<file path="config.mk">
export PLATFORM = sky130hd
export DESIGN_NAME = burst_gen_top
export DESIGN_NICKNAME = d
export VERILOG_FILES = /design/src/verilog/axi_types_pkg.sv /design/src/verilog/xfer_types_pkg.sv /design/src/verilog/xfer_req_port.sv /design/src/verilog/burst_planner.sv /design/src/verilog/ar_issuer.sv /design/src/verilog/burst_gen_top.sv
export VERILOG_INCLUDE_DIRS = /design/src /design/src/verilog
export SDC_FILE = /design/constraint.sdc
export NUM_CORES = 1
export LEC_CHECK = 0
export BUFFER_PORTS_ARGS = -buffer_cell sky130_fd_sc_hd__buf_4
export CAP_MARGIN = 20
export CORE_MARGIN = 1
export CORE_UTILIZATION = 60
export CTS_CLUSTER_DIAMETER = 80
export DETAILED_ROUTE_END_ITERATION = 8
export GPL_TIMING_DRIVEN = 0
export HOLD_SLACK_MARGIN = 0.06
export PLACE_DENSITY = 0.87
export SYNTH_ARGS = -nofsm -noshare
export SYNTH_HDL_FRONTEND = slang
export SYNTH_SLANG_ARGS = --single-unit
export TNS_END_PERCENT = 10
</file>
<file path="constraint.sdc">
create_clock -name clk_i -period 14.5 [get_ports clk_i]
set_clock_uncertainty 0.2 [all_clocks]
set_input_delay 4.35 -clock clk_i [delete_from_list [all_inputs] [get_ports clk_i]]
set_output_delay 4.35 -clock clk_i [all_outputs]
set_load 0.05 [all_outputs]
</file>
<file path="src/verilog/burst_consts.svh">
`ifndef BURST_CONSTS_SVH
`define BURST_CONSTS_SVH

// AXI read-address channel widths
`define BG_ADDR_W      32
`define BG_DATA_W      32
`define BG_STRB_W      (`BG_DATA_W / 8)    // One strobe bit per data byte
`define BG_AXLEN_W     8                   // Beats minus one, up to 256 beats

// Transfer request side
`define BG_LEN_W       16                  // Transfer length in bytes

// Bursts must not cross this boundary
`define BG_PAGE_BYTES  4096

`endif

</file>
<file path="src/verilog/axi_types_pkg.sv">
`default_nettype none

`include "burst_consts.svh"

// Vectors seen on the AXI read-address channel
package axi_types_pkg;

   typedef logic [`BG_ADDR_W-1:0]  axi_addr_t;   // Byte address
   typedef logic [`BG_AXLEN_W-1:0] axi_len_t;    // Beats minus one
   typedef logic [`BG_STRB_W-1:0]  axi_strb_t;   // Byte lanes of one beat

endpackage

`default_nettype wire

</file>
<file path="src/verilog/xfer_types_pkg.sv">
`default_nettype none

`include "burst_consts.svh"

// Request side quantities and FSM encodings
package xfer_types_pkg;

   typedef logic [`BG_LEN_W-1:0] xfer_len_t;   // Bytes in one transfer

   // Worst case span is a full length plus a start offset, in beats
   typedef logic [`BG_LEN_W-$clog2(`BG_STRB_W):0] beat_cnt_t;

   typedef enum logic [1:0] {
      REQ_IDLE,
      REQ_BUSY,
      REQ_ACK
   } req_state_t;

   typedef enum logic [1:0] {
      ISS_IDLE,
      ISS_ISSUE,
      ISS_GAP
   } iss_state_t;

endpackage

`default_nettype wire

</file>
<file path="src/verilog/xfer_req_port.sv">
`timescale 1ns/1ps
`default_nettype none

`include "burst_consts.svh"

module xfer_req_port
   import axi_types_pkg::*;
   import xfer_types_pkg::*;
(
   input  wire             clk_i,
   input  wire             rst_i,
   input  wire             req_i,
   input  wire axi_addr_t  addr_i,
   input  wire xfer_len_t  len_i,
   input  wire             xfer_done_i,    // Last burst went out on the bus
   output logic            ack_o,
   output logic            start_o,
   output axi_addr_t       xfer_addr_o,
   output xfer_len_t       xfer_len_o
);

   req_state_t state_q;
   logic       start_q;
   logic       capture;

   // Only IDLE sees a fresh req_i, since ACK waits for it to drop
   assign capture = (state_q == REQ_IDLE) && req_i;

   always_ff @(posedge clk_i or posedge rst_i) begin
      if (rst_i) begin
         state_q <= REQ_IDLE;
         start_q <= 1'b0;
      end else begin
         start_q <= capture;
         case (state_q)
            REQ_IDLE: if (req_i) state_q <= REQ_BUSY;
            REQ_BUSY: if (xfer_done_i) state_q <= REQ_ACK;
            REQ_ACK:  if (!req_i) state_q <= REQ_IDLE;
            default:  state_q <= REQ_IDLE;
         endcase
      end
   end

   // Request payload, held for the planner until the next capture
   always_ff @(posedge clk_i) begin
      if (capture) begin
         xfer_addr_o <= addr_i;
         xfer_len_o  <= len_i;
      end
   end

   assign ack_o   = (state_q == REQ_ACK);
   assign start_o = start_q;

   a_len_nonzero: assert property (@(posedge clk_i) disable iff (rst_i)
      capture |-> (len_i != '0));

   // Requester must hold req_i until it sees ack_o
   a_req_held: assert property (@(posedge clk_i) disable iff (rst_i)
      (state_q == REQ_BUSY) |-> req_i);

endmodule

`default_nettype wire

</file>
<file path="src/verilog/burst_planner.sv">
`timescale 1ns/1ps
`default_nettype none

`include "burst_consts.svh"

module burst_planner
   import axi_types_pkg::*;
   import xfer_types_pkg::*;
(
   input  wire             clk_i,
   input  wire             rst_i,
   input  wire             start_i,
   input  wire             burst_accepted_i,
   input  wire axi_addr_t  xfer_addr_i,       // Constant for the whole transfer
   input  wire xfer_len_t  xfer_len_i,
   output axi_addr_t       burst_addr_o,
   output axi_len_t        burst_len_o,
   output logic            last_burst_o,
   output axi_strb_t       first_strb_o,
   output axi_strb_t       last_strb_o,
   output beat_cnt_t       beats_o
);

   localparam int        OFF_W     = $clog2(`BG_STRB_W);
   localparam int        PAGE_W    = $clog2(`BG_PAGE_BYTES);
   localparam int        MAX_BYTES = (1 << `BG_AXLEN_W) * `BG_STRB_W;
   localparam axi_strb_t STRB_ONES = '1;

   typedef logic [PAGE_W:0]    page_cnt_t;   // Byte counts within one page, 4096 included
   typedef logic [`BG_LEN_W:0] span_t;       // Length plus start offset

   // Registered burst state
   axi_addr_t addr_q;                        // Word aligned
   xfer_len_t rem_q;                         // Bytes still to request
   logic      first_q;

   axi_addr_t        cur_addr;
   xfer_len_t        cur_rem;
   logic             cur_first;
   logic [OFF_W-1:0] start_off;
   logic [OFF_W-1:0] cur_off;
   logic [OFF_W-1:0] end_off;
   page_cnt_t        page_bytes;
   page_cnt_t        max_bytes;
   page_cnt_t        lim_bytes;
   xfer_len_t        burst_bytes;
   page_cnt_t        span_bytes;
   page_cnt_t        burst_beats;
   span_t            xfer_span;

   assign start_off = xfer_addr_i[OFF_W-1:0];

   // During start the state is not loaded yet, so plan from the request itself
   assign cur_addr  = start_i ? {xfer_addr_i[`BG_ADDR_W-1:OFF_W], {OFF_W{1'b0}}} : addr_q;
   assign cur_rem   = start_i ? xfer_len_i : rem_q;
   assign cur_first = start_i | first_q;
   assign cur_off   = cur_first ? start_off : '0;

   // Candidate sizes, counted from the first requested byte
   assign page_bytes = page_cnt_t'(`BG_PAGE_BYTES) - page_cnt_t'(cur_addr[PAGE_W-1:0])
                       - page_cnt_t'(cur_off);
   assign max_bytes  = page_cnt_t'(MAX_BYTES) - page_cnt_t'(cur_off);

   always_comb begin
      lim_bytes = (page_bytes < max_bytes) ? page_bytes : max_bytes;
      if (cur_rem < xfer_len_t'(lim_bytes))
         burst_bytes = cur_rem;
      else
         burst_bytes = xfer_len_t'(lim_bytes);
   end

   // Beats are counted from the aligned address
   assign span_bytes  = page_cnt_t'(burst_bytes) + page_cnt_t'(cur_off);
   assign burst_beats = (span_bytes + page_cnt_t'(`BG_STRB_W - 1)) >> OFF_W;

   assign burst_addr_o = cur_addr;
   assign burst_len_o  = axi_len_t'(burst_beats - page_cnt_t'(1));
   assign last_burst_o = (burst_bytes == cur_rem);

   always_ff @(posedge clk_i or posedge rst_i) begin
      if (rst_i) begin
         addr_q  <= '0;
         rem_q   <= '0;
         first_q <= 1'b0;
      end else if (start_i) begin
         addr_q  <= cur_addr;
         rem_q   <= xfer_len_i;
         first_q <= 1'b1;
      end else if (burst_accepted_i) begin
         addr_q  <= cur_addr + (axi_addr_t'(burst_beats) << OFF_W);
         rem_q   <= cur_rem - burst_bytes;
         first_q <= 1'b0;
      end
   end

   // Whole-transfer figures for the data side
   assign xfer_span = span_t'(xfer_len_i) + span_t'(start_off);
   assign end_off   = start_off + xfer_len_i[OFF_W-1:0];   // Wraps within one beat

   always_comb begin
      first_strb_o = STRB_ONES << start_off;
      if (xfer_span < span_t'(`BG_STRB_W))                // Whole transfer in one beat
         first_strb_o = first_strb_o & ~(STRB_ONES << end_off);
      if (end_off == '0)
         last_strb_o = STRB_ONES;
      else
         last_strb_o = ~(STRB_ONES << end_off);
   end

   assign beats_o = beat_cnt_t'((xfer_span + span_t'(`BG_STRB_W - 1)) >> OFF_W);

   // Every burst that goes out ends at or before the page end
   a_no_page_cross: assert property (@(posedge clk_i) disable iff (rst_i)
      burst_accepted_i |->
         (page_cnt_t'(burst_addr_o[PAGE_W-1:0]) + (burst_beats << OFF_W))
            <= page_cnt_t'(`BG_PAGE_BYTES));

endmodule

`default_nettype wire

</file>
<file path="src/verilog/ar_issuer.sv">
`timescale 1ns/1ps
`default_nettype none

`include "burst_consts.svh"

module ar_issuer
   import axi_types_pkg::*;
   import xfer_types_pkg::*;
(
   input  wire             clk_i,
   input  wire             rst_i,
   input  wire             start_i,
   input  wire axi_addr_t  burst_addr_i,
   input  wire axi_len_t   burst_len_i,
   input  wire             last_burst_i,
   input  wire             arready_i,
   output logic            arvalid_o,
   output axi_addr_t       araddr_o,
   output axi_len_t        arlen_o,
   output logic            burst_accepted_o,   // Planner steps to the next burst
   output logic            xfer_done_o
);

   iss_state_t state_q;
   logic       handshake;
   logic       load;

   assign arvalid_o = (state_q == ISS_ISSUE);
   assign handshake = arvalid_o & arready_i;

   // Entry into ISSUE, from a new transfer or after the gap cycle
   assign load = ((state_q == ISS_IDLE) && start_i) || (state_q == ISS_GAP);

   always_ff @(posedge clk_i or posedge rst_i) begin
      if (rst_i) begin
         state_q <= ISS_IDLE;
      end else begin
         case (state_q)
            ISS_IDLE: begin
               if (start_i) state_q <= ISS_ISSUE;
            end
            ISS_ISSUE: begin
               if (handshake) state_q <= last_burst_i ? ISS_IDLE : ISS_GAP;
            end
            ISS_GAP:  state_q <= ISS_ISSUE;   // Planner settles its next burst here
            default:  state_q <= ISS_IDLE;
         endcase
      end
   end

   // Burst fields frozen for the time arvalid_o is high
   always_ff @(posedge clk_i) begin
      if (load) begin
         araddr_o <= burst_addr_i;
         arlen_o  <= burst_len_i;
      end
   end

   assign burst_accepted_o = handshake;
   assign xfer_done_o      = handshake & last_burst_i;

   // AXI rule on a stalled address beat
   a_ar_stable: assert property (@(posedge clk_i) disable iff (rst_i)
      (arvalid_o && !arready_i) |=>
         (arvalid_o && $stable(araddr_o) && $stable(arlen_o)));

endmodule

`default_nettype wire

</file>
<file path="src/verilog/burst_gen_top.sv">
`timescale 1ns/1ps
`default_nettype none

`include "burst_consts.svh"

module burst_gen_top
   import axi_types_pkg::*;
   import xfer_types_pkg::*;
(
   input  wire             clk_i,
   input  wire             rst_i,
   input  wire             req_i,
   input  wire axi_addr_t  addr_i,
   input  wire xfer_len_t  len_i,
   input  wire             arready_i,
   output logic            ack_o,
   output logic            arvalid_o,
   output axi_addr_t       araddr_o,
   output axi_len_t        arlen_o,
   output axi_strb_t       first_strb_o,
   output axi_strb_t       last_strb_o,
   output beat_cnt_t       beats_o
);

   logic      start;
   logic      xfer_done;
   logic      burst_accepted;
   logic      last_burst;
   axi_addr_t xfer_addr;
   xfer_len_t xfer_len;
   axi_addr_t burst_addr;
   axi_len_t  burst_len;

   xfer_req_port i_req_port (
      .clk_i       (clk_i),
      .rst_i       (rst_i),
      .req_i       (req_i),
      .addr_i      (addr_i),
      .len_i       (len_i),
      .xfer_done_i (xfer_done),
      .ack_o       (ack_o),
      .start_o     (start),
      .xfer_addr_o (xfer_addr),
      .xfer_len_o  (xfer_len)
   );

   burst_planner i_planner (
      .clk_i            (clk_i),
      .rst_i            (rst_i),
      .start_i          (start),
      .burst_accepted_i (burst_accepted),
      .xfer_addr_i      (xfer_addr),
      .xfer_len_i       (xfer_len),
      .burst_addr_o     (burst_addr),
      .burst_len_o      (burst_len),
      .last_burst_o     (last_burst),
      .first_strb_o     (first_strb_o),
      .last_strb_o      (last_strb_o),
      .beats_o          (beats_o)
   );

   ar_issuer i_issuer (
      .clk_i            (clk_i),
      .rst_i            (rst_i),
      .start_i          (start),
      .burst_addr_i     (burst_addr),
      .burst_len_i      (burst_len),
      .last_burst_i     (last_burst),
      .arready_i        (arready_i),
      .arvalid_o        (arvalid_o),
      .araddr_o         (araddr_o),
      .arlen_o          (arlen_o),
      .burst_accepted_o (burst_accepted),
      .xfer_done_o      (xfer_done)
   );

endmodule

`default_nettype wire

</file>
# == Word level (Yosys, flattened, before mapping) ==
# Cells that the tools add are included.
# totals
mem_bits_rw,0
rom_bits,0
latch_bits,0
mem_count,0
ff_bits,142
word_cells,71
# classes
n_bitwise,5
n_eq_ne,10
n_div,0
n_mul,0
addsub,11
n_mux,21
order_cmp,3
n_reduce_logical,9
n_shift,2
# ops
operator,n
$mux 32,3
$mux 16,4
$add 32x13->32,1
$add 16x2->17,1
$add 17x2->17 const B,1
$lt 17x3->1 const B,1
$eq 16x16->1,1
$lt 16x13->1,1
$sub 16x16->16,1
$mux 2,7
$add 13x2->13,1
$add 13x2->13 const B,1
$lt 13x13->1,1
$mux 13,1
$sub 13x12->13 const A,1
$sub 13x2->13,1
$pmux 2 s3,2
$sub 11x2->12 const A,1
$mux 4,2
$ne 2x2->1 const B,4
$shl 4x2->4 const A,2
$sub 8x1->8 const B,1
$logic_not 2->1,3
$and 4x4->4,1
13 further kinds,18

# == Longest topological paths before layout ==
# depth
depth_word,12
mapped_depth,57
ltp_nobuf,48

# == Cells and area by module ==
# Synthesis repeated with hierarchy kept, for this count alone.
# unflattened
hier_cells,985
hier_area_um2,9365.2
# by_module_without_submodules
mod,cells_per_inst,area_each_um2,n_inst,seq_area_each_um2
burst_planner,875,6481.2,1,1226.2
xfer_req_port,59,1569.0,1,1516.5
ar_issuer,51,1315.0,1,1251.2

# == Worst setup path before layout ==
# Ideal clock, no wire load.
# synth_path
path_type,reg2reg
start,"register i_req_port.start_q, in the netlist i_req_port.start_o"
end,register i_planner.addr_q[24]
stages_incl_launch_ff,54
arrival_ps,11096
n_path_buf,10
period_less_slack_ps,11416
setup_slack_ps,3084
required_time_ps,14180
path_cell_list,dfrtp_1 buf_4 clkbuf_1 clkbuf_1 buf_1 clkbuf_1 buf_1 o21a_1 inv_1 ha_1 a211oi_4 o21bai_4 o31ai_2 nor2_1 o21ai_0 nor2b_1 xnor2_1 ha_1 [18 not listed] inv_1 ha_1 o41ai_2 and2b_1 xnor2_1 ha_1 nor2b_1 o21ai_0 a21boi_0 o21ai_0 a21boi_0 o21ai_0 a21oi_1 o21ai_0 a21oi_1 o21ai_0 or3_1 a31o_2
# synth_via
elab_chain_cells,12
# synth_lines
element,line,source
"start, declared",xfer_req_port.sv:23,logic start_q;
"start signal, assigned",xfer_req_port.sv:34,start_q <= capture;
$mux 32 (*),burst_planner.sv:54,"assign cur_addr = start_i ? {xfer_addr_i[`BG_ADDR_W-1:OFF_W], {OFF_W{1'b0}}} : addr_q;"
named net burst_addr[2],burst_gen_top.sv:31,axi_addr_t burst_addr;
$sub 13x12->13,burst_planner.sv:60,assign page_bytes = page_cnt_t'(`BG_PAGE_BYTES) - page_cnt_t'(cur_addr[PAGE_W-1:0])
$sub 13x2->13,burst_planner.sv:60,
$lt 13x13->1,burst_planner.sv:65,lim_bytes = (page_bytes < max_bytes) ? page_bytes : max_bytes;
$mux 13,burst_planner.sv:65,
$lt 16x13->1,burst_planner.sv:66,if (cur_rem < xfer_len_t'(lim_bytes))
$mux 16,burst_planner.sv:66,
$add 13x2->13,burst_planner.sv:73,assign span_bytes = page_cnt_t'(burst_bytes) + page_cnt_t'(cur_off);
$add 13x2->13,burst_planner.sv:74,assign burst_beats = (span_bytes + page_cnt_t'(`BG_STRB_W - 1)) >> OFF_W;
$add 32x13->32 (*),burst_planner.sv:90,addr_q <= cur_addr + (axi_addr_t'(burst_beats) << OFF_W);
$mux 32 (*),burst_planner.sv:89,end else if (burst_accepted_i) begin
$mux 32 (*),burst_planner.sv:85,end else if (start_i) begin
"end signal, assigned",burst_planner.sv:86,addr_q <= cur_addr;
"end signal, assigned",burst_planner.sv:90,
"end, declared",burst_planner.sv:33,axi_addr_t addr_q;
# Mark *: on every way through the listed nets, which the timed path passes. The rest lies on a longest branch. The select of a mux whose other input is x is not followed.
# A chain may end at the register's enable or synchronous reset.

# == Worst setup path after layout ==
# layout_path
start,"register i_req_port.start_q, in the netlist i_req_port.start_o"
end,register i_planner.addr_q[24]
# layout_via
elab_chain_cells,12
# layout_lines
element,line
$mux 32 or $or 1x1->1 (tied branches),"burst_planner.sv:54, burst_planner.sv:56"
$sub 13x12->13 or $mux 2 (tied branches),"burst_planner.sv:60, burst_planner.sv:57"
$sub 13x2->13 or $sub 11x2->12 (tied branches),"burst_planner.sv:60, burst_planner.sv:62"
$lt 13x13->1,burst_planner.sv:65
$mux 13,burst_planner.sv:65
$lt 16x13->1,burst_planner.sv:66
$mux 16,burst_planner.sv:66
$add 13x2->13,burst_planner.sv:73
$add 13x2->13,burst_planner.sv:74
$add 32x13->32,burst_planner.sv:90
$mux 32,burst_planner.sv:89
$mux 32,burst_planner.sv:85
# Parallel ways exist; a longest one is shown, timed or not. The select of a mux whose other input is x is not followed.

==> out/summary.txt <==
Worst-case clock buffer depth -> 2
Clk root buf -> clkbuf_16
H-tree levels -> 4
Drt first pass iters -> 5
DP HPWL -> 18.7 mm
Max-slew violation count -> 0
Synth area leaders -> edfxtp_1 (27%), dfrtp_1 (14%), ha_1 (8.8%)
Vias in the first global route -> 7944
DR vias/cell -> 5.89
Post-Route WL -> 24.9 mm
Outcome -> completed
Worst EP arrival -> 13.33 ns
Finished Core Util -> 72.9%
CP Data Required Time -> 14.62 ns
Setup crit start kind -> register
WL/cell -> 17.9 um
Post-Synthesis Cells -> 1026
Worst-path fanout max -> 27
Max_slew headroom -> 45.9%
Die span in y -> 129 um
Number of port buffers -> 115
Total Die Area -> 16600 um^2
Initial Util -> 61.2%
Area Growth Syn to Fin -> 19.1%
Critical path type -> register to register
Fmax -> 75.7 MHz
Setup violations, final -> 0
Fin Hold WS -> 0.280 ns
Max cap viols -> 0
Syn Std Cell Area -> 9680 um^2
Antenna cells -> 0
CP max stage delay -> 0.61 ns
Number of synthesized flops with an enable pin -> 88
#FFs+latches synth -> 142
Syn avg cell area -> 9.44 um^2
Least-Margin Pin Slew -> 0.804 ns
Worst-path clk slew -> 0.07 ns
CTS tree -> done
Cell accounting for the most synthesized area -> edfxtp_1
Antenna violations before repair -> 0
Post-place setup slack -> -0.468 ns
Initial drt markers -> 753
CORE AREA -> 15800 um^2
Hold Vio Cnt, Final -> 0
Yosys top cell area share -> 27.3%
Post-synth top cells -> inv_1 (93), o21ai_0 (93), nand2_1 (91)
Critical-path cell with the highest stage delay -> clkbuf_1
Total CTS buffers -> 17
Total grt overflow -> 0
Min-delay worst type -> register to register
I/O Pins -> 117
Aggregate global-route resource usage -> 31.4%
Layout Nets -> 1291
GPL Wtd Cong -> 0.938
Largest net degree at the start of global routing -> 38
Async SR Flop Fraction -> 38.0%
Worst setup EP type -> register
First-pass GRT wire length -> 39.7 mm
Tmin final -> 13.20 ns
Clock Latency Late Sink -> 0.44 ns
Ys Warns -> 0
Final std cells w/o fill -> 1395
Fill cells -> 1156
Postcts setup bufs -> 0
Antenna-violating nets left -> 0
FP Rows -> 46
Synth Flop Type -> edfxtp_1
DRC -> 0
CTS Sinks -> 142
Via count -> 8217
Final Cycle Share -> 91.1%
Post-route setup slack -> 1.30 ns
Post-synthesis sequential area ratio -> 41.3%
Post-CTS Hold Buffers -> 0
Dpl cells -> 1365
Die width -> 129 um
RSZ-0062 raised after global routing -> false
Multi-input gate area in the final layout -> 5190 um^2
Storage cell area -> 3990 um^2
Netlist cell types -> 76
Fraction of layout cells with a size suffix above 1 -> 17.4%
stage by stage:
step / cell area, um^2 / setup TNS, ns
3_5_place_dp: 10900 / -3.98
6_report: 11500 / 0
4_1_cts: 11500 / 0
2_1_floorplan: 9690 / 0
3_3_place_gp: 10800 / -1.53
5_1_grt: 11500 / 0
path summary, 6_finish.rpt:
path	cells past startpoint	start	end	slack, ns
worst max-delay path	51	i_req_port.start_o	i_planner.addr_q[24]	1.30
worst min-delay path	2	i_planner.addr_q[29]	i_planner.addr_q[29]	0.28
worst max register to register	51	i_req_port.start_o	i_planner.addr_q[24]	1.30
worst min register to register	2	i_planner.addr_q[29]	i_planner.addr_q[29]	0.28
max in group asynchronous	3	rst_i	i_planner.rem_q[5]	9.78
min in group asynchronous	2	rst_i	i_planner.addr_q[29]	3.73
sequential cells by signal (all words and copies together), names as in the netlist:
register,count
i_issuer.araddr_o,32
i_planner.addr_q,32
i_req_port.xfer_addr_o,32
i_planner.rem_q,16
i_req_port.xfer_len_o,16
i_issuer.arlen_o,8
i_issuer.state_q,2
i_req_port.state_q,2
i_planner.first_q,1
i_req_port.start_o,1
cells in the final DEF, fill, tap and decap left out, types with 5 or more instances in the layout:
master       n
inv_1       92
xor2_1      24
inv_8        5
nor3_1      22
buf_6        6
nor2b_1     11
o21ai_0     92
a21oi_1     66
nor4_1       6
o21a_1      13
mux2i_1     29
nand2b_1     9
nor3b_1      5
and2_1      12
clkbuf_1    24
buf_4      117
xnor2_1     52
a21boi_0     7
and3_1      12
edfxtp_1    88
nand3_1     20
nand4_1     12
clkbuf_16   17
a21o_1      12
o211ai_1     9
mux2_2       9
nand2_1     91
nor2_1      76
ha_1        68
clkbuf_2     5
dfrtp_1     54
or3_1        7
fa_1         5
final cells by class:
type                    instances  area share (%)
well taps                     216            2.34
repair buffers                121            8.29
clock buffers                  18            3.81
multi-input cells             751            45.0
plain buffers                  39            1.55
clock inverters                14            1.30
flip-flops and latches        142            34.6
inverters                      94            3.06
critical path, delay by kind of cell (launching register included):
kind            cells  cell delay, ns
compound gates     22            5.56
mux                 2            0.57
buf+inv             9            2.65
flops               1            0.32
fa+ha+maj           6            1.77
simple gates       10            1.59
xor+xnor            2            0.38
repair_timing:
action | 4_1_cts | 5_1_grt
endpoints found under the setup margin | 20 | 22
pin swaps | 0 | 0
gates resized for setup | 5 | 4
layer usage:
metal	routed length [um]	track usage (%)	part of all wire, %	up-vias
li1	-	-	-	3908
met5	0	0	0	-
met4	964	17.4	3.9	0
met3	1690	5.66	6.8	71
met2	11700	50.2	47	342
met1	10600	40.7	42	3896
cell families (layout without fill, tap and decap cells):
logic type	after synthesis	count (layout)	share of synthesized area (%)
other	1	3	0.0387
xor gates and xnor gates	76	76	6.88
AOI/OAI and AO/OA	250	250	16.1
buffers and inverters	135	286	5.51
and+or+nand+nor	307	307	15.6
muxes	42	42	4.81
DFF	142	142	41.3
adders and majority gates	73	73	9.82
Power is left out: the tool's default activity adds up to more than one toggle a clock period on the data nets, which glitch-free logic cannot reach.
